$ cat src/icache_config.svh
`ifndef ICACHE_CONFIG_SVH
`define ICACHE_CONFIG_SVH

// ----------------------------------------------------------------------
// sizes of the instruction cache
// ----------------------------------------------------------------------

// fetch addresses are byte addresses
`define ICACHE_ADR_W 32

// one line holds four 32-bit instruction words
`define ICACHE_LINE_W 128

// L1 is small and sits in distributed RAM
`define L1_LINES 64

// L2 is large and sits in block RAM
`define L2_LINES 2048

// bits below the line address select a byte within the line
`define OFFSET_W 4

`endif

$ cat src/icacheLinePkg.sv
`include "icache_config.svh"

// types for what the cache stores and how an address is cut up
package icacheLinePkg;

	// one cache line as it comes from memory
	typedef logic [`ICACHE_LINE_W-1:0] lineT;

	// fault bits that travel with every line
	// busErr is set when the memory access failed
	// execViol is set when the line may not be executed
	typedef struct packed {
		logic busErr;
		logic execViol;
	} faultT;

	// the fetch address without its byte offset
	// this is also what the tag arrays hold
	typedef logic [`ICACHE_ADR_W-`OFFSET_W-1:0] lineAdrT;

	// the low bits of the line address select a line in each level
	typedef logic [$clog2(`L1_LINES)-1:0] l1IndexT;
	typedef logic [$clog2(`L2_LINES)-1:0] l2IndexT;

endpackage

$ cat src/icacheCtrlPkg.sv
`include "icache_config.svh"

// types for the register port and the miss handling
package icacheCtrlPkg;

	// register map of the control block
	typedef enum logic [1:0] {
		CTRL    = 2'd0,
		INVLINE = 2'd1,
		INVALL  = 2'd2,
		REFILLS = 2'd3
	} regAdrT;

	// a CTRL write only looks at bit 0
	typedef struct packed {
		logic [30:0] reserved;
		logic        fillEn;
	} ctrlFieldsT;

	// an INVLINE write carries a byte address
	typedef struct packed {
		icacheLinePkg::lineAdrT lineAdr;
		logic [`OFFSET_W-1:0]   offset;
	} byteAdrT;

	// one register write word with two readings
	typedef union packed {
		ctrlFieldsT fields;
		byteAdrT    adr;
	} ctrlWordT;

	// states of the refill sequencer
	typedef enum logic [2:0] {IDLE, L2LOOK, L2CHECK, MEMWAIT, FILL} seqStateT;

endpackage

$ cat src/refillSequencer.sv
`timescale 1ns/100ps
`include "icache_config.svh"

// miss handling between L1, L2 and external memory
module refillSequencer (
	input  logic                      clk,
	input  logic                      rst,
	input  logic [`ICACHE_ADR_W-1:0]  fetchAdr,
	input  logic                      l1Miss,
	input  logic                      fillEn,
	output logic                      l2Look,
	input  logic                      l2Hit,
	input  icacheLinePkg::lineT       l2Data,
	input  icacheLinePkg::faultT      l2Fault,
	output logic                      memReq,
	output logic [`ICACHE_ADR_W-1:0]  memAdr,
	input  logic                      memAck,
	input  icacheLinePkg::lineT       memData,
	input  logic                      memBusErr,
	input  logic                      memExecViol,
	output logic                      fillWr,
	output logic                      l2Fill,
	output icacheLinePkg::lineT       fillData,
	output icacheLinePkg::faultT      fillFault,
	output logic                      bypassValid,
	output logic                      refillStart
);

	icacheCtrlPkg::seqStateT state;
	icacheCtrlPkg::seqStateT stateNxt;

	// set when the buffered line came from memory and L2 needs it too
	logic fromMem;

	// ----------------------------------------------------------------------
	// state machine
	// ----------------------------------------------------------------------

	always_comb begin
		stateNxt = state;
		case (state)
			icacheCtrlPkg::IDLE:    if (l1Miss) stateNxt = icacheCtrlPkg::L2LOOK;
			icacheCtrlPkg::L2LOOK:  stateNxt = icacheCtrlPkg::L2CHECK;
			icacheCtrlPkg::L2CHECK: begin
				if (l2Hit)
					stateNxt = icacheCtrlPkg::FILL;
				else
					stateNxt = icacheCtrlPkg::MEMWAIT;
			end
			// memory is the only source of back-pressure
			icacheCtrlPkg::MEMWAIT: if (memAck) stateNxt = icacheCtrlPkg::FILL;
			icacheCtrlPkg::FILL:    stateNxt = icacheCtrlPkg::IDLE;
			default:                stateNxt = icacheCtrlPkg::IDLE;
		endcase
	end

	always_ff @(posedge clk) begin
		if (rst)
			state <= icacheCtrlPkg::IDLE;
		else
			state <= stateNxt;
	end

	// ----------------------------------------------------------------------
	// line buffer
	// ----------------------------------------------------------------------

	// the miss address is caught once and stays put for the whole refill
	always_ff @(posedge clk) begin
		if (refillStart)
			memAdr <= {fetchAdr[`ICACHE_ADR_W-1:`OFFSET_W], {`OFFSET_W{1'b0}}};
	end

	// the line is taken from L2 on a hit or from memory when it answers
	always_ff @(posedge clk) begin
		if (state == icacheCtrlPkg::L2CHECK && l2Hit) begin
			fillData  <= l2Data;
			fillFault <= l2Fault;
		end else if (state == icacheCtrlPkg::MEMWAIT && memAck) begin
			fillData           <= memData;
			fillFault.busErr   <= memBusErr;
			fillFault.execViol <= memExecViol;
		end
	end

	always_ff @(posedge clk) begin
		if (rst)
			fromMem <= 1'b0;
		else if (state == icacheCtrlPkg::L2CHECK)
			fromMem <= !l2Hit;
	end

	// ----------------------------------------------------------------------
	// outputs
	// ----------------------------------------------------------------------

	assign refillStart = (state == icacheCtrlPkg::IDLE) && l1Miss;
	assign l2Look      = (state == icacheCtrlPkg::L2LOOK);

	// memReq drops in the cycle after memAck because the state has moved on
	assign memReq = (state == icacheCtrlPkg::MEMWAIT);

	// the buffered line is shown to the fetch unit during the fill cycle
	// With fills disabled this is the only cycle in which it is seen
	assign bypassValid = (state == icacheCtrlPkg::FILL);
	assign fillWr      = bypassValid && fillEn;
	assign l2Fill      = fillWr && fromMem;

	// memory may only answer while the request is still open
	memAckInRequest: assert property (@(posedge clk) disable iff (rst)
		memAck |-> memReq);
	// the line asked from memory is still the one the fetch unit holds
	memAdrMatchesFetch: assert property (@(posedge clk) disable iff (rst)
		memReq |-> memAdr[`ICACHE_ADR_W-1:`OFFSET_W] == fetchAdr[`ICACHE_ADR_W-1:`OFFSET_W]);

endmodule

$ cat config.mk
export PLATFORM = sky130hd
export DESIGN_NAME = refillSequencer
export DESIGN_NICKNAME = d
export VERILOG_FILES = /design/src/icacheLinePkg.sv /design/src/icacheCtrlPkg.sv /design/src/refillSequencer.sv
export VERILOG_INCLUDE_DIRS = /design/src /design/src/src
export SDC_FILE = /design/constraint.sdc
export NUM_CORES = 1
export LEC_CHECK = 0
export BUFFER_PORTS_ARGS = -buffer_cell sky130_fd_sc_hd__buf_4
export CAP_MARGIN = 0
export CORE_AREA = 10 10 175 177
export CTS_BUF_LIST = sky130_fd_sc_hd__clkbuf_16
export DETAILED_ROUTE_END_ITERATION = 10
export DIE_AREA = 0 0 185 187
export HOLD_SLACK_MARGIN = 0.08
export PLACE_DENSITY = 0.63
export SYNTH_ARGS = -nofsm -noshare
export SYNTH_HDL_FRONTEND = slang
export SYNTH_SLANG_ARGS = --single-unit
$ cat constraint.sdc
create_clock -name clk -period 10.54 [get_ports clk]
set_clock_uncertainty 0.15 [all_clocks]
set_input_delay 1.054 -clock clk [delete_from_list [all_inputs] [get_ports clk]]
set_output_delay 1.054 -clock clk [all_outputs]
set_load 0.005 [all_outputs]
# After elaboration in Yosys (flattened, before gate mapping)
# Cells that the tools add are included.
# op_classes
add_sub_neg	0
multipliers	0
div	0
magnitude_cmp	0
n_eq_ne	6
shift	0
muxes	8
bitwise_logic	0
reduce_logical	9
# ops
cell	n
$mux W128	2
$pmux W3 S4	1
$mux W3	3
$eq A3 B2 Y1 const B	2
$logic_and A1 B1 Y1	5
$mux W2	2
$eq A3 B1 Y1 const B	1
$eq A3 B3 Y1 const B	1
$logic_not A3 Y1	1
$ne A2 B1 Y1 const B	1
$ne A2 B2 Y1 const B	1
$reduce_and A2 Y1	1
$reduce_bool A2 Y1	1
$logic_not A1 Y1	1
# totals
reg_bits	162
latch_bits	0
mem_bits_rw	0
mem_bits_ro	0
in_bits	298
output_inout_bits	168
word_cells	29
mem_count	0

# Longest topological paths before layout
# Gate-level depths: netlist of the first run.
# depth
ltp_word	4
mapped_depth	7
depth_no_buf	3

# Worst setup path before layout of the first run
# Ideal clock, no wire load.
# synth_timing
kind	input -> register
from	input port memAck
to	register fillData[0] (enable)
setup_ps	807
t_arrival_ps	10538
required_ps	9583
setup_slack_ps	-955
stages	2
n_path_buf	0
path_cell_list	mux2i_1 nor3b_1
# synth_via
elab_chain_len	2
# synth_lines
item	line_no	source
start: declaration	refillSequencer.sv:17	input logic memAck,
$logic_and A1 B1 Y1	refillSequencer.sv:79	end else if (state == icacheCtrlPkg::MEMWAIT && memAck) begin
$reduce_bool A2 Y1 (no line)	n/a	
end signal: assignment	refillSequencer.sv:77	fillData <= l2Data;
end signal: assignment	refillSequencer.sv:80	fillData <= memData;
end: declaration	refillSequencer.sv:23	output icacheLinePkg::lineT fillData,
# No other way between the ends.
# A chain may end at the register's enable or synchronous reset.

# Final worst setup path of the first run
# layout_timing
from	input port memAck
to	register fillData[120] (enable)
# Same word-level chain as after synthesis.

==> results of run 1 <==
## stage by stage
step	util (%)	setup WS [ns]	total power, W
detailed placement	39.1	6.91	0.00102
global route	41.1	7.21	0.00165
CTS	41.1	7.37	0.00161
finish	41.1	7.33	0.00158
floorplan	-	3.67	0.000876
global placement	39.1	6.95	0.00102
## cell families (layout without fill, tap and decap cells)
group	count (synthesis)	in the layout	synth area share, %
AND/OR/NAND/NOR	17	17	1.62
flip-flops	162	162	69.3
AO/OA/AOI/OAI	3	3	0.269
multiplexers	131	131	26.0
other	1	4	0.0539
buffers and inverters	21	494	2.80
## worst max-delay path: stages
cell	delay, ns
buf_4	0.09
mux2i_1	0.10
nor3b_4	0.18
buf_4	0.65
buf_4	0.82
## final cells by class
class	count	area, um^2
Tap cell	346	433
Multi-Input combinational cell	155	1970
Fill cell	2570	16100
Sequential cell	162	4820
Timing Repair Buffer	462	3470
Clock inverter	15	111
Clock buffer	17	425
## sequential cells by signal, indices dropped and copies added, names as in the netlist
name,flops
state,3
fromMem,1
fillData,128
memAdr,28
fillFault,2
## power groups by stage
stage	combinational [W]	sequential [W]	clock, W
after global routing	0.000259	0.000766	0.000627
after CTS	0.000245	0.000763	0.000600
final	0.000241	0.000763	0.000578
after floorplan	0.0000937	0.000782	0
after global placement	0.000240	0.000776	0
after detailed placement	0.000245	0.000777	0
## worst paths after layout
check | endpoint | cells after the start
setup / recovery | fillData[120]$_DFFE_PP_ | 5
setup reg to reg | fillData[120]$_DFFE_PP_ | 4
hold reg to reg | fromMem$_SDFFE_PP0N_ | 2
hold / removal | fromMem$_SDFFE_PP0N_ | 2
## cell usage in the layout, fill, tap and decap left out, types with 2 or more instances in the layout
cell type     n
and2_1        2
dfxtp_1       4
clkinvlp_4    6
mux2_4       89
clkbuf_16    17
mux2_2       41
edfxtp_1    158
inv_6         4
buf_4       462
nor2b_1       3
conb_1        4
inv_1         2
nor3b_1       2
nor3_1        3
## layer usage
| metal | wire length [um] | GRT usage, % | vias up |
|---|---|---|---|
| li1 | - | - | 2225 |
| met1 | 8630 | 13.6 | 2246 |
| met5 | 0 | 0 | - |
| met3 | 2950 | 6.78 | 12 |
| met2 | 12300 | 23.1 | 289 |
| met4 | 280 | 3.22 | 0 |
==> flow_metrics.tcl, run 1 <==
set metrics [dict create \
    drc 0 \
    vdd_drop_max_mv 0.0945 \
    status "finished, final reports clean" \
    drv_cap 0 \
    wl_per_cell_um 20.9 \
    critPathLaunchType "input pin" \
    timing.fmax_mhz 312 \
    min_from "fromMem$_SDFFE_PP0N_" \
    postRouteAntennaNets 0 \
    gp_congestion 0.769 \
    crit_start "memAck" \
    pwr-share-seq_pct 48.2 \
    dp_cells 1125 \
    switching_power_w 0.000367 \
    ys_types 23 \
    yosys.area.top_type_share_pct 68.1 \
    antenna_found_initial 0 \
    switching_share_pct 23.2 \
    power_frac_clock_pct 36.5 \
    hold_ws_ns 0.377 \
    fin_nets 1096 \
    power_density_nw_per_um2 141 \
    viasPerCell 4.12 \
    max-slew-margin-rel_pct 33.8 \
    tightest_slew_ns 0.993 \
    crit_fanout 68 \
    yosysWarnings 0 \
    grt-ovfl-total 0 \
    yosysMostFrequentCell "edfxtp_1" \
    syn_inst 335 \
    synth_seq_cells 162 \
    wl_um 24200 \
    post-route-cell-area_um2 11200 \
    synth_flop_cell "edfxtp_1" \
    cts_tree "done" \
    syn2layout_area_growth_pct 61.3 \
    comb_power_share_pct 15.2 \
    critPathKind "input pin to flop" \
    synth-edff-count 158 \
    hold_viol_final 0 \
    grt_pass1_vias 5335 \
    cts_hold_buf 0 \
    grt_max_degree 69 \
    cts_setup_buffers 0 \
    clkLatencyLatePin_ns 0.41 \
    die_y_um 187 \
    firstDrtPassIters 4 \
    hpwl_um 19700 \
    core-area_um2 27300 \
    cts-resized-gates 0 \
    path_clk_slew_ns 0.07 \
    port_buffers 457 \
    worstPathArrival_ns 3.09 \
    internal_power_w 0.00121 \
    diodes 0 \
    synth_area_um2 6960 \
    syn_avg_cell_area_um2 20.8 \
    cts-root-buf "clkbuf_16" \
    r2r_start "state[0]$_SDFFE_PP0P_" \
    dr_total_vias 4772 \
    first_iter_violations 213 \
    min_period_over_period_pct 30.4 \
    async_flop_share_pct 0 \
    hp-class "flop to flop" \
    reg2reg_slack_ns 7.51 \
    die_w_um 185 \
    fin_setup_tns_ns 0 \
    setup_viol 0 \
    grt_pass1_wl_um 34300 \
    grtUsageTotal_pct 13.2 \
    cts_buffers 17 \
    cts.sinks 162 \
    clockBufferDepth 2 \
    p_leak_nw 4.78 \
    rows 61 \
    drive_gt1_share_pct 76.9 \
    critical_path_required_ns 10.42 \
    period_needed_ns 3.21 \
    htree_levels 4 \
    end_kind "flop" \
    final_cells 1157 \
    yosys.area.top_type "edfxtp_1" \
    initial_core_util_pct 25.5 \
    seq_area_frac_synth_pct 69.3 \
    ys_top_cells_by_area "edfxtp_1 (68%), mux2_4 (19%), mux2_2 (6.6%)" \
    maxSlewViolCount 0 \
    ios 466 \
    die_area_um2 34600 \
    placed_area_um2 10700 \
    rsz0062_at_grt "false" \
    synth_commonest_cells "edfxtp_1 (158), mux2_4 (89), mux2_2 (41), buf_6 (10)" \
]
No activity file was read; power rests on OpenSTA's default activity.
==> run 2, diff against run 1 <==
--- a/config.mk
+++ b/config.mk
@@ -13,7 +13,7 @@
 export DETAILED_ROUTE_END_ITERATION = 10
 export DIE_AREA = 0 0 185 187
 export HOLD_SLACK_MARGIN = 0.08
-export PLACE_DENSITY = 0.63
+export PLACE_DENSITY = 0.61
 export SYNTH_ARGS = -nofsm -noshare
 export SYNTH_HDL_FRONTEND = slang
 export SYNTH_SLANG_ARGS = --single-unit
==> constraint.sdc (replaced) <==
create_clock -name clk -period 3 [get_ports clk]
set_clock_uncertainty 0.15 [all_clocks]
set_input_delay 0.3 -clock clk [delete_from_list [all_inputs] [get_ports clk]]
set_output_delay 0.3 -clock clk [all_outputs]
set_load 0.005 [all_outputs]
==> flow_metrics.tcl, run 2 <==
set metrics [dict create \
    status "did not finish" \
    clockBufferDepth 2 \
    hpwl_um 19700 \
    port_buffers 457 \
    ys_top_cells_by_area "edfxtp_1 (68%), mux2_4 (19%), mux2_2 (6.6%)" \
    dp_cells 1132 \
    stop_stage "4_1_cts" \
    ys_types 23 \
    die_w_um 185 \
    cts.sinks 162 \
    cts-resized-gates 0 \
    yosysWarnings 0 \
    syn_avg_cell_area_um2 20.8 \
    yosys.area.top_type_share_pct 68.1 \
    stop_error "[ERROR RSZ-0060] Max buffer count reached." \
    htree_levels 4 \
    cts_setup_buffers 0 \
    synth_seq_cells 162 \
    initial_core_util_pct 25.5 \
    synth_top_family_by_area "multiplexers" \
    gp_congestion 0.769 \
    cts_buffers 17 \
    synth-edff-count 158 \
    seq_area_frac_synth_pct 69.3 \
    synth_area_um2 6960 \
    synth_flop_cell "edfxtp_1" \
    yosysMostFrequentCell "edfxtp_1" \
    cts_hold_buf 234 \
    rows 61 \
    synth-xor-area-share_pct 0 \
    synth_simple_gate_area_share_pct 1.62 \
    syn_inst 335 \
    yosys.area.top_type "edfxtp_1" \
    muxShareOfSynthArea_pct 26.0 \
    synth_compound_area_share_pct 0.270 \
    async_flop_share_pct 0 \
    synth_commonest_cells "edfxtp_1 (158), mux2_4 (89), mux2_2 (41), buf_6 (10)" \
    cts-root-buf "clkbuf_16" \
    die_y_um 187 \
    synthAdderAreaFrac_pct 0 \
    ios 466 \
]
run 2: cell counts after synthesis:
No cell type changed its count.
run 2: cells by family after synthesis:
kind of cell           after synthesis
other                                1
AND/OR/NAND/NOR                     17
flip-flops                         162
buffers and inverters               21
AO/OA/AOI/OAI                        3
multiplexers                       131
run 2: per-stage QoR:
step | hold WS [ns] | util [%] | TNS, ns | setup WS (ns) | area, um^2
after global placement | 0.329 | 39.6 | 0 | 0.865 | 10800
after detailed placement | 0.329 | 39.6 | 0 | 0.830 | 10800
after floorplan | 0.222 | - | -192.34 | -1.47 | 6990
==> run 3, diff against run 2 <==
--- a/config.mk
+++ b/config.mk
@@ -8,12 +8,10 @@
 export LEC_CHECK = 0
 export BUFFER_PORTS_ARGS = -buffer_cell sky130_fd_sc_hd__buf_4
 export CAP_MARGIN = 0
-export CORE_AREA = 10 10 175 177
-export CTS_BUF_LIST = sky130_fd_sc_hd__clkbuf_16
+export CORE_MARGIN = 10
+export CORE_UTILIZATION = 20
 export DETAILED_ROUTE_END_ITERATION = 10
-export DIE_AREA = 0 0 185 187
-export HOLD_SLACK_MARGIN = 0.08
-export PLACE_DENSITY = 0.61
+export PLACE_DENSITY_LB_ADDON = 0.15
 export SYNTH_ARGS = -nofsm -noshare
 export SYNTH_HDL_FRONTEND = slang
 export SYNTH_SLANG_ARGS = --single-unit
==> flow_metrics.tcl, run 3 <==
set metrics [dict create \
    yosysMostFrequentCell "edfxtp_1" \
    rows 68 \
    die_w_um 207 \
    port_buffers 457 \
    yosys.area.top_type "edfxtp_1" \
    cts_setup_buffers 0 \
    status "did not finish" \
    async_flop_share_pct 0 \
    syn_inst 335 \
    stop_error "[ERROR RSZ-0060] Max buffer count reached." \
    placed_area_um2 11000 \
    ys_types 23 \
    cts-resized-gates 0 \
    synth_flop_cell "edfxtp_1" \
    initial_core_util_pct 20.2 \
    gp_congestion 0.757 \
    synth_area_um2 6960 \
    synth-edff-count 158 \
    syn_avg_cell_area_um2 20.8 \
    hpwl_um 21100 \
    htree_levels 4 \
    ios 466 \
    cts-root-buf "clkbuf_16" \
    cts.sinks 162 \
    clockBufferDepth 2 \
    ys_top_cells_by_area "edfxtp_1 (68%), mux2_4 (19%), mux2_2 (6.6%)" \
    die_y_um 207 \
    cts_buffers 17 \
    stop_stage "4_1_cts" \
    yosys.area.top_type_share_pct 68.1 \
    yosysWarnings 0 \
    cts_hold_buf 255 \
    synth_seq_cells 162 \
    synth_commonest_cells "edfxtp_1 (158), mux2_4 (89), mux2_2 (41), buf_6 (10)" \
    seq_area_frac_synth_pct 69.3 \
]
run 3: cell counts after synthesis:
No cell type changed its count.
run 3: logic make-up after synthesis:
kind of cell | count (synthesis) | share of synthesized area (%)
multiplexers | 131 | 26.0
buffers and inverters | 21 | 2.80
AO/OA/AOI/OAI | 3 | 0.269
other | 1 | 0.0539
flip-flops | 162 | 69.3
AND/OR/NAND/NOR | 17 | 1.62
run 3: stage by stage:
stage	std cells	hold slack, ns	worst slack (ns)
3_3_place_gp	1243	0.328	0.868
3_5_place_dp	1243	0.329	0.865
2_1_floorplan	338	0.222	-1.47
