===== src/icache_config.svh =====
`ifndef ICACHE_CONFIG_SVH
`define ICACHE_CONFIG_SVH

// ----------------------------------------------------------------------
// sizes of the instruction cache
// ----------------------------------------------------------------------

// fetch addresses are byte addresses
`define ICACHE_ADR_W 32

// one line holds four 32-bit instruction words
`define ICACHE_LINE_W 128

// L1 is small and sits in distributed RAM
`define L1_LINES 64

// L2 is large and sits in block RAM
`define L2_LINES 2048

// bits below the line address select a byte within the line
`define OFFSET_W 4

`endif


===== src/icacheLinePkg.sv =====
`include "icache_config.svh"

// types for what the cache stores and how an address is cut up
package icacheLinePkg;

	// one cache line as it comes from memory
	typedef logic [`ICACHE_LINE_W-1:0] lineT;

	// fault bits that travel with every line
	// busErr is set when the memory access failed
	// execViol is set when the line may not be executed
	typedef struct packed {
		logic busErr;
		logic execViol;
	} faultT;

	// the fetch address without its byte offset
	// this is also what the tag arrays hold
	typedef logic [`ICACHE_ADR_W-`OFFSET_W-1:0] lineAdrT;

	// the low bits of the line address select a line in each level
	typedef logic [$clog2(`L1_LINES)-1:0] l1IndexT;
	typedef logic [$clog2(`L2_LINES)-1:0] l2IndexT;

endpackage


===== src/icacheCtrlPkg.sv =====
`include "icache_config.svh"

// types for the register port and the miss handling
package icacheCtrlPkg;

	// register map of the control block
	typedef enum logic [1:0] {
		CTRL    = 2'd0,
		INVLINE = 2'd1,
		INVALL  = 2'd2,
		REFILLS = 2'd3
	} regAdrT;

	// a CTRL write only looks at bit 0
	typedef struct packed {
		logic [30:0] reserved;
		logic        fillEn;
	} ctrlFieldsT;

	// an INVLINE write carries a byte address
	typedef struct packed {
		icacheLinePkg::lineAdrT lineAdr;
		logic [`OFFSET_W-1:0]   offset;
	} byteAdrT;

	// one register write word with two readings
	typedef union packed {
		ctrlFieldsT fields;
		byteAdrT    adr;
	} ctrlWordT;

	// states of the refill sequencer
	typedef enum logic [2:0] {IDLE, L2LOOK, L2CHECK, MEMWAIT, FILL} seqStateT;

endpackage


===== src/cacheControlRegs.sv =====
`timescale 1ns/100ps

// control registers for fill enable, invalidates and the refill counter
module cacheControlRegs (
	input  logic                    clk,
	input  logic                    rst,
	input  logic                    regWr,
	input  icacheCtrlPkg::regAdrT   regAdr,
	input  icacheCtrlPkg::ctrlWordT regWrData,
	output logic [31:0]             regRdData,
	input  logic                    refillStart,
	output logic                    fillEn,
	output logic                    invLine,
	output logic                    invAll,
	output icacheLinePkg::lineAdrT  invAdr
);

	logic [31:0] refills;

	// invalidate strobes are one cycle long and follow the write
	always_ff @(posedge clk) begin
		if (rst) begin
			fillEn  <= 1'b1;
			invLine <= 1'b0;
			invAll  <= 1'b0;
			refills <= '0;
		end else begin
			invLine <= regWr && (regAdr == icacheCtrlPkg::INVLINE);
			invAll  <= regWr && (regAdr == icacheCtrlPkg::INVALL);
			if (regWr && regAdr == icacheCtrlPkg::CTRL)
				fillEn <= regWrData.fields.fillEn;
			if (refillStart)
				refills <= refills + 32'd1;
		end
	end

	// an INVLINE write carries a byte address and only its line part is kept
	always_ff @(posedge clk) begin
		if (regWr && regAdr == icacheCtrlPkg::INVLINE)
			invAdr <= regWrData.adr.lineAdr;
	end

	// reads are combinational and unused bits read as zero
	always_comb begin
		regRdData = '0;
		case (regAdr)
			icacheCtrlPkg::CTRL:    regRdData[0] = fillEn;
			icacheCtrlPkg::REFILLS: regRdData = refills;
			default:                regRdData = '0;
		endcase
	end

endmodule


===== config.mk =====
export PLATFORM = sky130hd
export DESIGN_NAME = cacheControlRegs
export DESIGN_NICKNAME = d
export VERILOG_FILES = /design/src/icacheLinePkg.sv /design/src/icacheCtrlPkg.sv /design/src/cacheControlRegs.sv
export VERILOG_INCLUDE_DIRS = /design/src /design/src/src
export SDC_FILE = /design/constraint.sdc
export NUM_CORES = 1
export LEC_CHECK = 0
export BUFFER_PORTS_ARGS = -buffer_cell sky130_fd_sc_hd__buf_2
export CORE_MARGIN = 2
export CORE_UTILIZATION = 52
export DETAILED_ROUTE_END_ITERATION = 6
export GPL_ROUTABILITY_DRIVEN = 0
export PLACE_DENSITY = 0.84
export RECOVER_POWER = 100
export SYNTH_ARGS = -nofsm -noshare
export SYNTH_HDL_FRONTEND = slang
export SYNTH_SLANG_ARGS = --single-unit

===== constraint.sdc =====
create_clock -name clk -period 5.3 [get_ports clk]
set_input_delay 0.53 -clock clk [delete_from_list [all_inputs] [get_ports clk]]
set_output_delay 0.53 -clock clk [all_outputs]
set_load 0.005 [all_outputs]

Word-level counts from Yosys, hierarchy flattened
Index checks and enable logic that the tools add are counted.
- add/subtract/negate cells: 1
- equal/unequal tests: 3
- muxes and demuxes: 2
- reductions and logical operators: 4
- operators by type and width (operator ; count):
    adder 32 x 1 -> 32 bit (second input constant) ; 1
    2-to-1 mux 31 bit ; 1
    == test 2 bit (second input constant) ; 2
    logical AND 1 bit ; 3
    == test 2 x 1 -> 1 bit (second input constant) ; 1
    logical NOT 2 bit ; 1
    one-hot mux 1 bit (2 select lines) ; 1
- flip-flop bits (word level): 63
- input port bits: 38
- output and inout port bits: 63
- word-level logic and storage cells: 15

Logic depth before layout (Yosys ltp)
Gate-level depths: netlist of the first run.
- word-level depth: 2
- gate-level depth with buffers: 7
- gate-level depth less buffers: 5

Worst setup path before layout of the first run
No wires, ideal clock.
- kind: input-to-reg
- start point: in refillStart
- end point: reg refills[31]
- library setup time: 0.123 ns
- arrival: 1.909 ns
- data required time: 5.177 ns
- setup slack: 3.268 ns
- stages: 5
- buffers on the path: 1
- path through: nand4_1 > or4_4 > buf_6 > nor4_1 > mux2_1
- RTL lines (what ; RTL line ; RTL):
    start: declaration ; cacheControlRegs.sv:11 ; input logic refillStart,
    end signal: assignment ; cacheControlRegs.sv:33 ; refills <= refills + 32'd1;
    end: declaration ; cacheControlRegs.sv:18 ; logic [31:0] refills;

Worst setup path after layout of the first run
- start point: in regAdr[1]
- end point: out regRdData[0]
- longest elaborated chain between the ends: 2
- elaborated cells between the ends (all ways): 3
- classes of those cells: eq/ne: 1; mux: 1; reduce/logical: 1
- RTL lines (what ; RTL line ; RTL):
    start: declaration ; cacheControlRegs.sv:8 ; input icacheCtrlPkg::regAdrT regAdr,
    == test 2 bit or logical NOT 2 bit (tied branches) ; cacheControlRegs.sv:46 ; case (regAdr)
    one-hot mux 1 bit (2 select lines) (*) ; cacheControlRegs.sv:46 ;
    end: declaration ; cacheControlRegs.sv:10 ; output logic [31:0] regRdData,
Every way passes the cells marked *; elsewhere a longest branch is shown, timed or not.

==> impl_metrics.csv, run 1 <==
group,metric,value,unit
timing,timing.final.crit_period,2380,ps
grt,grt_pass1_vias,1790,
layout,drive_gt1_share,21.4,%
layout,diodes,0,
logic_synthesis,ys.flop_type,"dfxtp_1",
pwr,combinationalPowerShare,4.5,%
pwr,switchingPower,190,uW
logic_synthesis,synthArstFlopShare,0,%
pwr,p_sw_share,20.9,%
route,post_drt_via_cell_ratio,5.17,
floorplanning,die_w,75.8,um
pwr,pwr-share-seq,57.9,%
logic_synthesis,synth_edf_count,28,
floorplanning,fp.dieH,75.8,um
logic_synthesis,synthesis.nets,293,
grt,grt.busiest_layer,"met2",
critical_path,critical_path_class,"primary input to primary output",
grt,grt_max_degree,37,
timing,rsz0062_at_grt,"no",
layout,nNetsFinal,388,
worst_hold_path,hp-class,"primary input to flop",
grt,met2_usage,30.0,%
route,final_antenna_net_count,0,
logic_synthesis,ys_warn_count,0,
timing,setup_violations,0,
critical_path,critPathLaunchType,"primary input",
cts,clkSinkCount,63,
floorplanning,fp.coreArea,5040,um2
job,cap_violations,2,
placed_design,dp_hpwl,3660,um
grt,gr-total-overflow,0,
timing,fin_crit_sh,44.9,%
cts,clk_path_buf_depth,2,
cts,cts_root_buf,"clkbuf_8",
grt,grt_use_met1,21.6,%
cts,clk_latency,320,ps
logic_synthesis,synthesis.instances,250,
cts,post_cts_buffers,0,
timing,max_freq,420,MHz
pwr,p_per_area,275,nW/um2
cts,ctsHoldBuffers,0,
layout,final_cell_mix,"buf_2, clkbuf_1, dfxtp_1, edfxtp_1, a21oi_1",
grt,grt_pass1_wl,7820,um
critical_path,worstPathArrival,1850,ps
grt,grt_antenna_before_repair,0,
floorplanning,start_util,53.1,%
route,wirelength,5240,um
critical_path,critPathMaxFanout,32,
route,drt_iter0_markers,114,
cts,cts_max_level,3,
logic_synthesis,synth_area,2680,um2
route,drc,0,
route,wl_per_cell,12.5,um
cts,cts_tree,"built",
logic_synthesis,ys_seq_elements,63,
pwr,p_leak,1.24,nW
run_status,failed_checks,"max-capacitance violations, max-slew violations",
floorplanning,die-area,5740,um2
floorplanning,rows,26,
pwr,ir_worst_vdd,152,uV
route,dr.pass1.iters,4,
timing,fin_skew,4.77,ps
timing,slew_headroom,-7.75,%
layout,final_cells,420,
route,num_vias,2170,
timing,tightestPinTransition,1620,ps
grt,grtUsageTotal,18.4,%
critical_path,endpoint_kind,"primary output",
floorplanning,io_pins,101,
layout,syn_to_final_growth,23.6,%
logic_synthesis,ys_seq_area_share,57.5,%
pwr,clkPwrFrac,37.6,%
run_status,outcome,"finished with violations",
timing,finalHoldViolations,0,
cts,cts_resized,0,
cts,cts_inserted_buffers,9,
layout,final_common_cell,"buf_2",
pwr,p_total,909,uW
logic_synthesis,yosysUniqueCellTypes,31,
placed_design,dpl.cell_count,404,
critical_path,cp.required,4770,ps
logic_synthesis,avgSynthCellArea,10.7,um2
placed_design,io_buffer_count,97,
pwr,p_int,719,uW
cts,path_clk_slew,60,ps
timing,drv_slew,67,
grt,grt_use_met3,7.28,%
timing,setup_tns,0,ps
==> cells by family (layout without fill, tap and decap cells) <==
group                      count (synthesis)  after routing  synth area share, %
AOI/OAI and AO/OA                         43             43                 9.16
xor gates and xnor gates                  10             10                 3.27
adders and majority gates                  5              5                 2.34
buffers and inverters                     20            120                 3.18
DFF                                       63             63                 57.5
muxes                                      2              2                0.794
and+or+nand+nor                          107            107                 23.7
==> worst paths after layout <==
kind | end | cells after the start | slack (ps) | from
hold / removal | invAdr[15] | 1 | 380 | regWrData[19]
setup / recovery | regRdData[0] | 5 | 2920 | regAdr[1]
hold reg to reg | refills[29] | 2 | 490 | refills[29]
setup reg to reg | refills[28] | 5 | 2920 | refills[0]
==> synthesized netlist by cell type, types with 3 or more instances <==
cell type / count / area share [%]
or4_1: 9 / 2.5
xnor2_1: 5 / 1.6
dfxtp_1: 35 / 26
nor2_1: 14 / 2.0
and4_1: 4 / 1.3
nand3_1: 9 / 1.7
xor2_1: 5 / 1.6
inv_1: 7 / 0.98
or3_1: 12 / 2.8
nor3_1: 3 / 0.56
nand4_1: 7 / 1.6
ha_1: 5 / 2.3
edfxtp_1: 28 / 31
o21ai_0: 12 / 2.2
o31ai_1: 8 / 2.2
nand2_1: 10 / 1.4
and2_1: 32 / 7.5
clkbuf_1: 10 / 1.4
a21oi_1: 20 / 3.7
==> critical path, cell delays in order <==
cell and delay, ps:
clkbuf_1 130, ha_1 750, a22oi_1 200, nor2_1 120, clkbuf_2 120
==> layout make-up <==
type                    count  area [um2]
repair buffers             97         440
multi-input cells         167        1050
flip-flops and latches     63        1540
clock inverters             4        21.3
fillers                   424        1730
well taps                  70        87.6
inverters                   7        26.3
clock buffers              12         145
==> metrics by stage <==
stage | setup slack (ps) | instance area (um2) | util, % | hold slack [ps]
2_1_floorplan | 3270 | 2680 | - | 458
3_3_place_gp | 2910 | 3190 | 63.3 | 472
3_5_place_dp | 2890 | 3190 | 63.3 | 484
4_1_cts | 2930 | 3360 | 66.6 | 360
5_1_grt | 2680 | 3310 | 65.7 | 353
6_report | 2920 | 3310 | 65.7 | 377
==> registers in the layout, indices dropped and copies added, names as in the netlist <==
register,count
invLine,1
refills,32
invAdr,28
fillEn,1
invAll,1
==> layer usage <==
layer | wire (um) | vias to the layer above
met5 | 0 | -
met4 | 71 | 0
met3 | 508 | 7
met2 | 2400 | 84
met1 | 2260 | 982
li1 | - | 1097
==> power by group through the flow <==
stage	Clock (mW)	Sequential (mW)	Combinational, mW
after floorplan	0	0.538	0.0152
after global placement	0	0.536	0.0429
after detailed placement	0	0.536	0.0445
after CTS	0.352	0.526	0.0446
after global routing	0.373	0.528	0.0477
final	0.342	0.526	0.0413
(Power assumes the default switching activity.)
==> inputs of run 2 (changes only) <==
--- a/config.mk
+++ b/config.mk
@@ -8,10 +8,10 @@
 export LEC_CHECK = 0
 export BUFFER_PORTS_ARGS = -buffer_cell sky130_fd_sc_hd__buf_2
 export CORE_MARGIN = 2
-export CORE_UTILIZATION = 52
+export CORE_UTILIZATION = 49
 export DETAILED_ROUTE_END_ITERATION = 6
 export GPL_ROUTABILITY_DRIVEN = 0
-export PLACE_DENSITY = 0.84
+export PLACE_DENSITY = 0.8
 export RECOVER_POWER = 100
 export SYNTH_ARGS = -nofsm -noshare
 export SYNTH_HDL_FRONTEND = slang
==> constraint.sdc (replaced) <==
create_clock -name clk -period 2.3 [get_ports clk]
set_input_delay 0.23 -clock clk [delete_from_list [all_inputs] [get_ports clk]]
set_output_delay 0.23 -clock clk [all_outputs]
set_load 0.005 [all_outputs]
==> impl_metrics.csv, run 2 (synthesis results as in run 1) <==
group,metric,value,unit
run_status,outcome,"finished, final reports clean",
cts,cts_max_level,3,
worst_hold_path,hp-class,"primary input to flop",
worst_hold_path,min_delay_worst_endpoint,"invAdr[9]",
critical_path,rr_worst_depth,6,
layout,diodes,0,
layout,final_common_cell,"buf_2",
layout,reg.largest.list,"refills x32, invAdr x28",
timing,rsz0062_at_grt,"no",
floorplanning,start_util,51.5,%
timing,fin_crit_sh,93.3,%
critical_path,reg2reg_to,"refills[30]",
grt,grtUsageTotal,19.6,%
cts,cts_tree,"built",
layout,syn_to_final_growth,27.6,%
placed_design,io_buffer_count,97,
grt,grt_max_degree,37,
timing,max_freq,466,MHz
grt,grt_antenna_before_repair,0,
layout,final_cell_mix,"buf_2, dfxtp_1, clkbuf_1, edfxtp_1, and2_1",
grt,grt_pass1_vias,2125,
route,dr.pass1.iters,4,
cts,cts_inserted_buffers,9,
cts,cts_resized,0,
timing,tightestPinTransition,1490,ps
timing,drv_slew,0,
timing,setup_tns,0,ps
worst_hold_path,hold_path_depth,1,
critical_path,r2r_start,"refills[0]",
job,cap_violations,0,
pwr,p_leak,1.31,nW
critical_path,crit_path_cell_trace,"ha_1, nand3_1, or4_1, buf_4, or4_1, a21oi_1",
cts,clkSinkCount,63,
critical_path,worstPathArrival,2410,ps
timing,setup_violations,0,
route,wl_per_cell,13.2,um
floorplanning,io_pins,101,
floorplanning,fp.coreArea,5200,um2
layout,largest_reg_flops,32,
layout,fill_cells,440,
cts,ctsHoldBuffers,0,
route,drt_iter0_markers,180,
floorplanning,fp.dieH,77.9,um
critical_path,cpMostUsedCell,"or4_1",
grt,gr-total-overflow,0,
critical_path,reg2reg_setup_slack,150,ps
critical_path,critical_path_class,"flop to flop",
timing,worst_slack,154,ps
critical_path,endpoint_kind,"flop",
floorplanning,rows,26,
layout,drive_gt1_share,24.9,%
critical_path,critPathMaxFanout,19,
timing,slew_headroom,0.654,%
critical_path,slowest_delay,520,ps
placed_design,dpl_cell_area,3250,um2
pwr,p_per_area,693,nW/um2
layout,top_register,"refills",
layout,nNetsFinal,395,
placed_design,dp_hpwl,3910,um
timing,fin_skew,6.36,ps
critical_path,critPathLaunchType,"flop",
placed_design,pre_cts_slack,150,ps
critical_path,slowest_stage,"or4_1",
critical_path,cp.required,2570,ps
route,drc,0,
cts,clk_latency,340,ps
grt,grt_pass1_wl,9440,um
floorplanning,die_w,77.9,um
layout,final_cell_area,3420,um2
route,post_drt_via_cell_ratio,5.21,
route,wirelength,5650,um
floorplanning,die-area,6070,um2
route,final_antenna_net_count,0,
cts,post_cts_buffers,0,
timing,finalHoldViolations,0,
pwr,ir_worst_vdd,498,uV
worst_hold_path,worstHoldStart,"regWrData[13]",
timing,timing.final.crit_period,2150,ps
cts,clk_path_buf_depth,2,
cts,cts_root_buf,"clkbuf_8",
cts,path_clk_slew,70,ps
route,num_vias,2223,
==> run 2: how the worst max path moves through the flow <==
stage	startpoint	end	slack, ps	cells past startpoint
floorplan	refills[0]	refills[28]	340	6
global placement	refills[0]	refills[28]	210	6
detailed placement	refills[0]	refills[30]	150	6
CTS	refills[0]	refills[30]	140	6
global route	refills[0]	refills[30]	30	6
finish	refills[0]	refills[30]	150	6
==> run 2: power by group <==
group	switching [mW]	leakage (nW)	total, mW	internal, mW
Sequential	0.00993	0.540	1.21	1.20
Clock	0.447	0.103	1.06	0.611
Combinational	0.0561	0.664	0.100	0.0444
Total	0.513	1.31	2.37	1.86
==> run 2: routing by layer <==
metal  vias up  part of all wire [%]  GRT usage (%)
li1       1108                     -              -
met2        68                    49           33.2
met4         0                   3.1           11.6
met1      1029                    43           23.1
met5         -                     0              0
met3        18                   4.9           3.95
==> run 2: layout make-up <==
cell class              count  area (um2)  area share, %
flip-flops and latches     63        1540           45.1
multi-input cells         167        1050           30.8
repair buffers            104         490           14.3
clock buffers               9         124           3.62
clock inverters             7        96.3           2.82
well taps                  70        87.6           2.56
inverters                   7        26.3          0.769
==> run 2: metrics by stage <==
step	std cells	total power, mW	utilization [%]	hold WS, ps
after floorplan	250	1.27	-	329
after global placement	411	1.34	62.4	406
after detailed placement	411	1.34	62.4	408
after CTS	427	2.38	66.6	55.9
after global routing	427	2.44	65.7	51.2
final	427	2.37	65.7	58.6
==> run 2: worst max-delay path, delay by kind of cell (launching register included) <==
family,cells,cell delay (ps)
buf+inv,1,210
fa+ha+maj,1,200
compound gates,1,140
flops,1,390
simple gates,3,1130
==> inputs of run 3 (changes only) <==
--- a/config.mk
+++ b/config.mk
@@ -6,12 +6,14 @@
 export SDC_FILE = /design/constraint.sdc
 export NUM_CORES = 1
 export LEC_CHECK = 0
+export ABC_AREA = 1
 export BUFFER_PORTS_ARGS = -buffer_cell sky130_fd_sc_hd__buf_2
 export CORE_MARGIN = 2
-export CORE_UTILIZATION = 49
+export CORE_UTILIZATION = 50
+export CTS_CLUSTER_SIZE = 12
 export DETAILED_ROUTE_END_ITERATION = 6
 export GPL_ROUTABILITY_DRIVEN = 0
-export PLACE_DENSITY = 0.8
+export PLACE_DENSITY = 0.79
 export RECOVER_POWER = 100
 export SYNTH_ARGS = -nofsm -noshare
 export SYNTH_HDL_FRONTEND = slang
==> impl_metrics.csv, run 3 <==
group,metric,value,unit
run_status,outcome,"finished, final reports clean",
logic_synthesis,synthesis.nets,410,
layout,top_register,"refills",
cts,path_clk_slew,70,ps
logic_synthesis,ys.flop_type,"dfxtp_1",
critical_path,cp.required,2530,ps
route,final_antenna_net_count,0,
cts,cts_tree,"built",
timing,worst_slack,492,ps
critical_path,worstPathArrival,2030,ps
timing,drv_slew,0,
cts,cts_inserted_buffers,9,
critical_path,critPathBufInv,0,
route,dr.pass1.iters,4,
critical_path,crit_path_cell_trace,"nand2_2, nor2_1, nand3b_1, nor2_1, nand3_1, nand2_1, nor2_1",
critical_path,endpoint_kind,"flop",
placed_design,dpl.cell_count,535,
layout,final_cell_mix,"nand2_1, buf_2, inv_1, nor2_1, dfxtp_1",
floorplanning,die_w,81.3,um
grt,grt_pass1_wl,10400,um
logic_synthesis,synth_edf_count,28,
cts,clkSinkCount,63,
job,cap_violations,0,
critical_path,slowest_stage,"nor2_1",
route,wirelength,6690,um
logic_synthesis,netlist.area_leader.share,28.2,%
floorplanning,rows,28,
grt,grt_max_degree,33,
timing,max_freq,553,MHz
pwr,p_leak,1.74,nW
critical_path,cpMostUsedCell,"nor2_1",
placed_design,dpl_cell_area,3560,um2
route,drc,0,
timing,timing.final.crit_period,1810,ps
layout,drive_gt1_share,21.2,%
timing,finalHoldViolations,0,
critical_path,critical_path_class,"flop to flop",
pwr,switchingPower,505,uW
route,drt_iter0_markers,190,
placed_design,pre_cts_slack,818,ps
floorplanning,io_pins,101,
worst_hold_path,hp-class,"primary input to flop",
timing,holdWs,67.6,ps
cts,cts_resized,0,
critical_path,path_delay_family,"simple AND/OR/NAND/NOR gates",
critical_path,slowest_delay,520,ps
timing,rsz0062_at_grt,"no",
timing,fin_skew,7.56,ps
layout,diodes,0,
timing,setup_violations,0,
pwr,p_int,1.85,mW
cts,clk_path_buf_depth,2,
layout,largest_reg_flops,32,
route,post_drt_via_cell_ratio,4.89,
logic_synthesis,synth_area,2990,um2
layout,nNetsFinal,514,
timing,fin_crit_sh,78.6,%
critical_path,critPathMaxFanout,9,
pwr,combinationalPowerShare,4.6,%
floorplanning,die-area,6610,um2
cts,ctsHoldBuffers,0,
logic_synthesis,synth.most_common_cell,"nand2_1",
placed_design,io_buffer_count,97,
pwr,pwr-share-seq,51.3,%
layout,syn_to_final_growth,23.4,%
timing,setup_tns,0,ps
grt,gr-total-overflow,0,
grt,grtUsageTotal,20.7,%
logic_synthesis,ys_seq_area_share,51.6,%
timing,slew_headroom,6.51,%
cts,post_cts_buffers,0,
logic_synthesis,ys_top_cells_by_area,"edfxtp_1, dfxtp_1, nand2_1, inv_1, nor2_1",
logic_synthesis,ys_warn_count,0,
layout,reg.largest.list,"refills x32, invAdr x28",
grt,grt_pass1_vias,2438,
logic_synthesis,avgSynthCellArea,8.14,um2
layout,final_common_cell,"nand2_1",
route,num_vias,2693,
critical_path,critPathLaunchType,"flop",
pwr,ir_worst_vdd,470,uV
pwr,clkPwrFrac,44.1,%
route,wl_per_cell,12.1,um
logic_synthesis,netlist.top_cell.by_area,"edfxtp_1",
cts,clk_latency,340,ps
logic_synthesis,yosysUniqueCellTypes,28,
logic_synthesis,synthArstFlopShare,0,%
timing,tightestPinTransition,1400,ps
logic_synthesis,synthesis.instances,367,
layout,final_cells,551,
pwr,p_sw_share,21.4,%
logic_synthesis,ys_seq_elements,63,
layout,final_cell_area,3690,um2
placed_design,dp_hpwl,5010,um
logic_synthesis,synthTopCellsByCount,"nand2_1, inv_1, nor2_1",
floorplanning,fp.dieH,81.3,um
pwr,p_per_area,640,nW/um2
floorplanning,fp.coreArea,5850,um2
cts,cts_root_buf,"clkbuf_8",
cts,cts_max_level,3,
grt,grt_antenna_before_repair,0,
floorplanning,start_util,51.0,%
-- run 3: cell types whose count changed after synthesis, moves of 6 or more --
cell	delta
or3_1	-12
and2_1	-32
nand2_1	+83
or4_1	-9
o31ai_1	-8
nor2_2	+6
nor2_1	+33
clkbuf_1	-6
inv_1	+52
-- run 3: per-stage QoR --
stage | power [mW] | utilization [%]
final | 2.36 | 63.0
after global routing | 2.44 | 63.0
after CTS | 2.38 | 64.4
after detailed placement | 1.35 | 60.8
after global placement | 1.34 | 60.8
after floorplan | 1.28 | -
-- run 3: metal layers --
metal	vias up	track usage [%]	part of all wire (%)
met5	-	0	0
met4	0	9.66	1.4
li1	1370	-	-
met3	8	6.22	9.1
met1	1211	22.6	42
met2	104	36.7	48
-- run 3: cell families (layout without fill, tap and decap cells) --
group	Yosys count	in the layout	synth area share, %
DFF	63	63	51.6
AOI/OAI and AO/OA	38	38	6.83
and+or+nand+nor	193	193	30.9
adders and majority gates	5	5	2.09
buffers and inverters	68	177	8.59
-- run 3: path summary, 6_finish.rpt --
check,from,end,slack [ps],cells past startpoint
worst min-delay path,regWrData[13],invAdr[9],70,1
worst min register to register,fillEn,fillEn,490,2
worst max-delay path,refills[0],refills[25],490,7
worst max register to register,refills[0],refills[25],490,7
-- run 3: worst register-to-register path: stages (launching register included) --
cell	delay, ps
dfxtp_1	410
nand2_2	70
nor2_1	520
nand3b_1	230
nor2_1	240
nand3_1	100
nand2_1	70
nor2_1	50
-- run 3: area by class of cell --
cell class / count / area (um2)
Clock buffer: 10 / 128
Fill cell: 549 / 2160
Timing Repair Buffer: 99 / 457
Inverter: 62 / 233
Multi-Input combinational cell: 236 / 1150
Clock inverter: 6 / 85.1
Tap cell: 75 / 93.8
Sequential cell: 63 / 1540
-- run 3: power groups by stage --
stage	sequential, mW	combinational (mW)	clock, mW
3_5_place_dp	1.24	0.117	0
2_1_floorplan	1.24	0.0438	0
3_3_place_gp	1.23	0.111	0
5_1_grt	1.21	0.125	1.10
4_1_cts	1.21	0.118	1.05
6_report	1.21	0.109	1.04
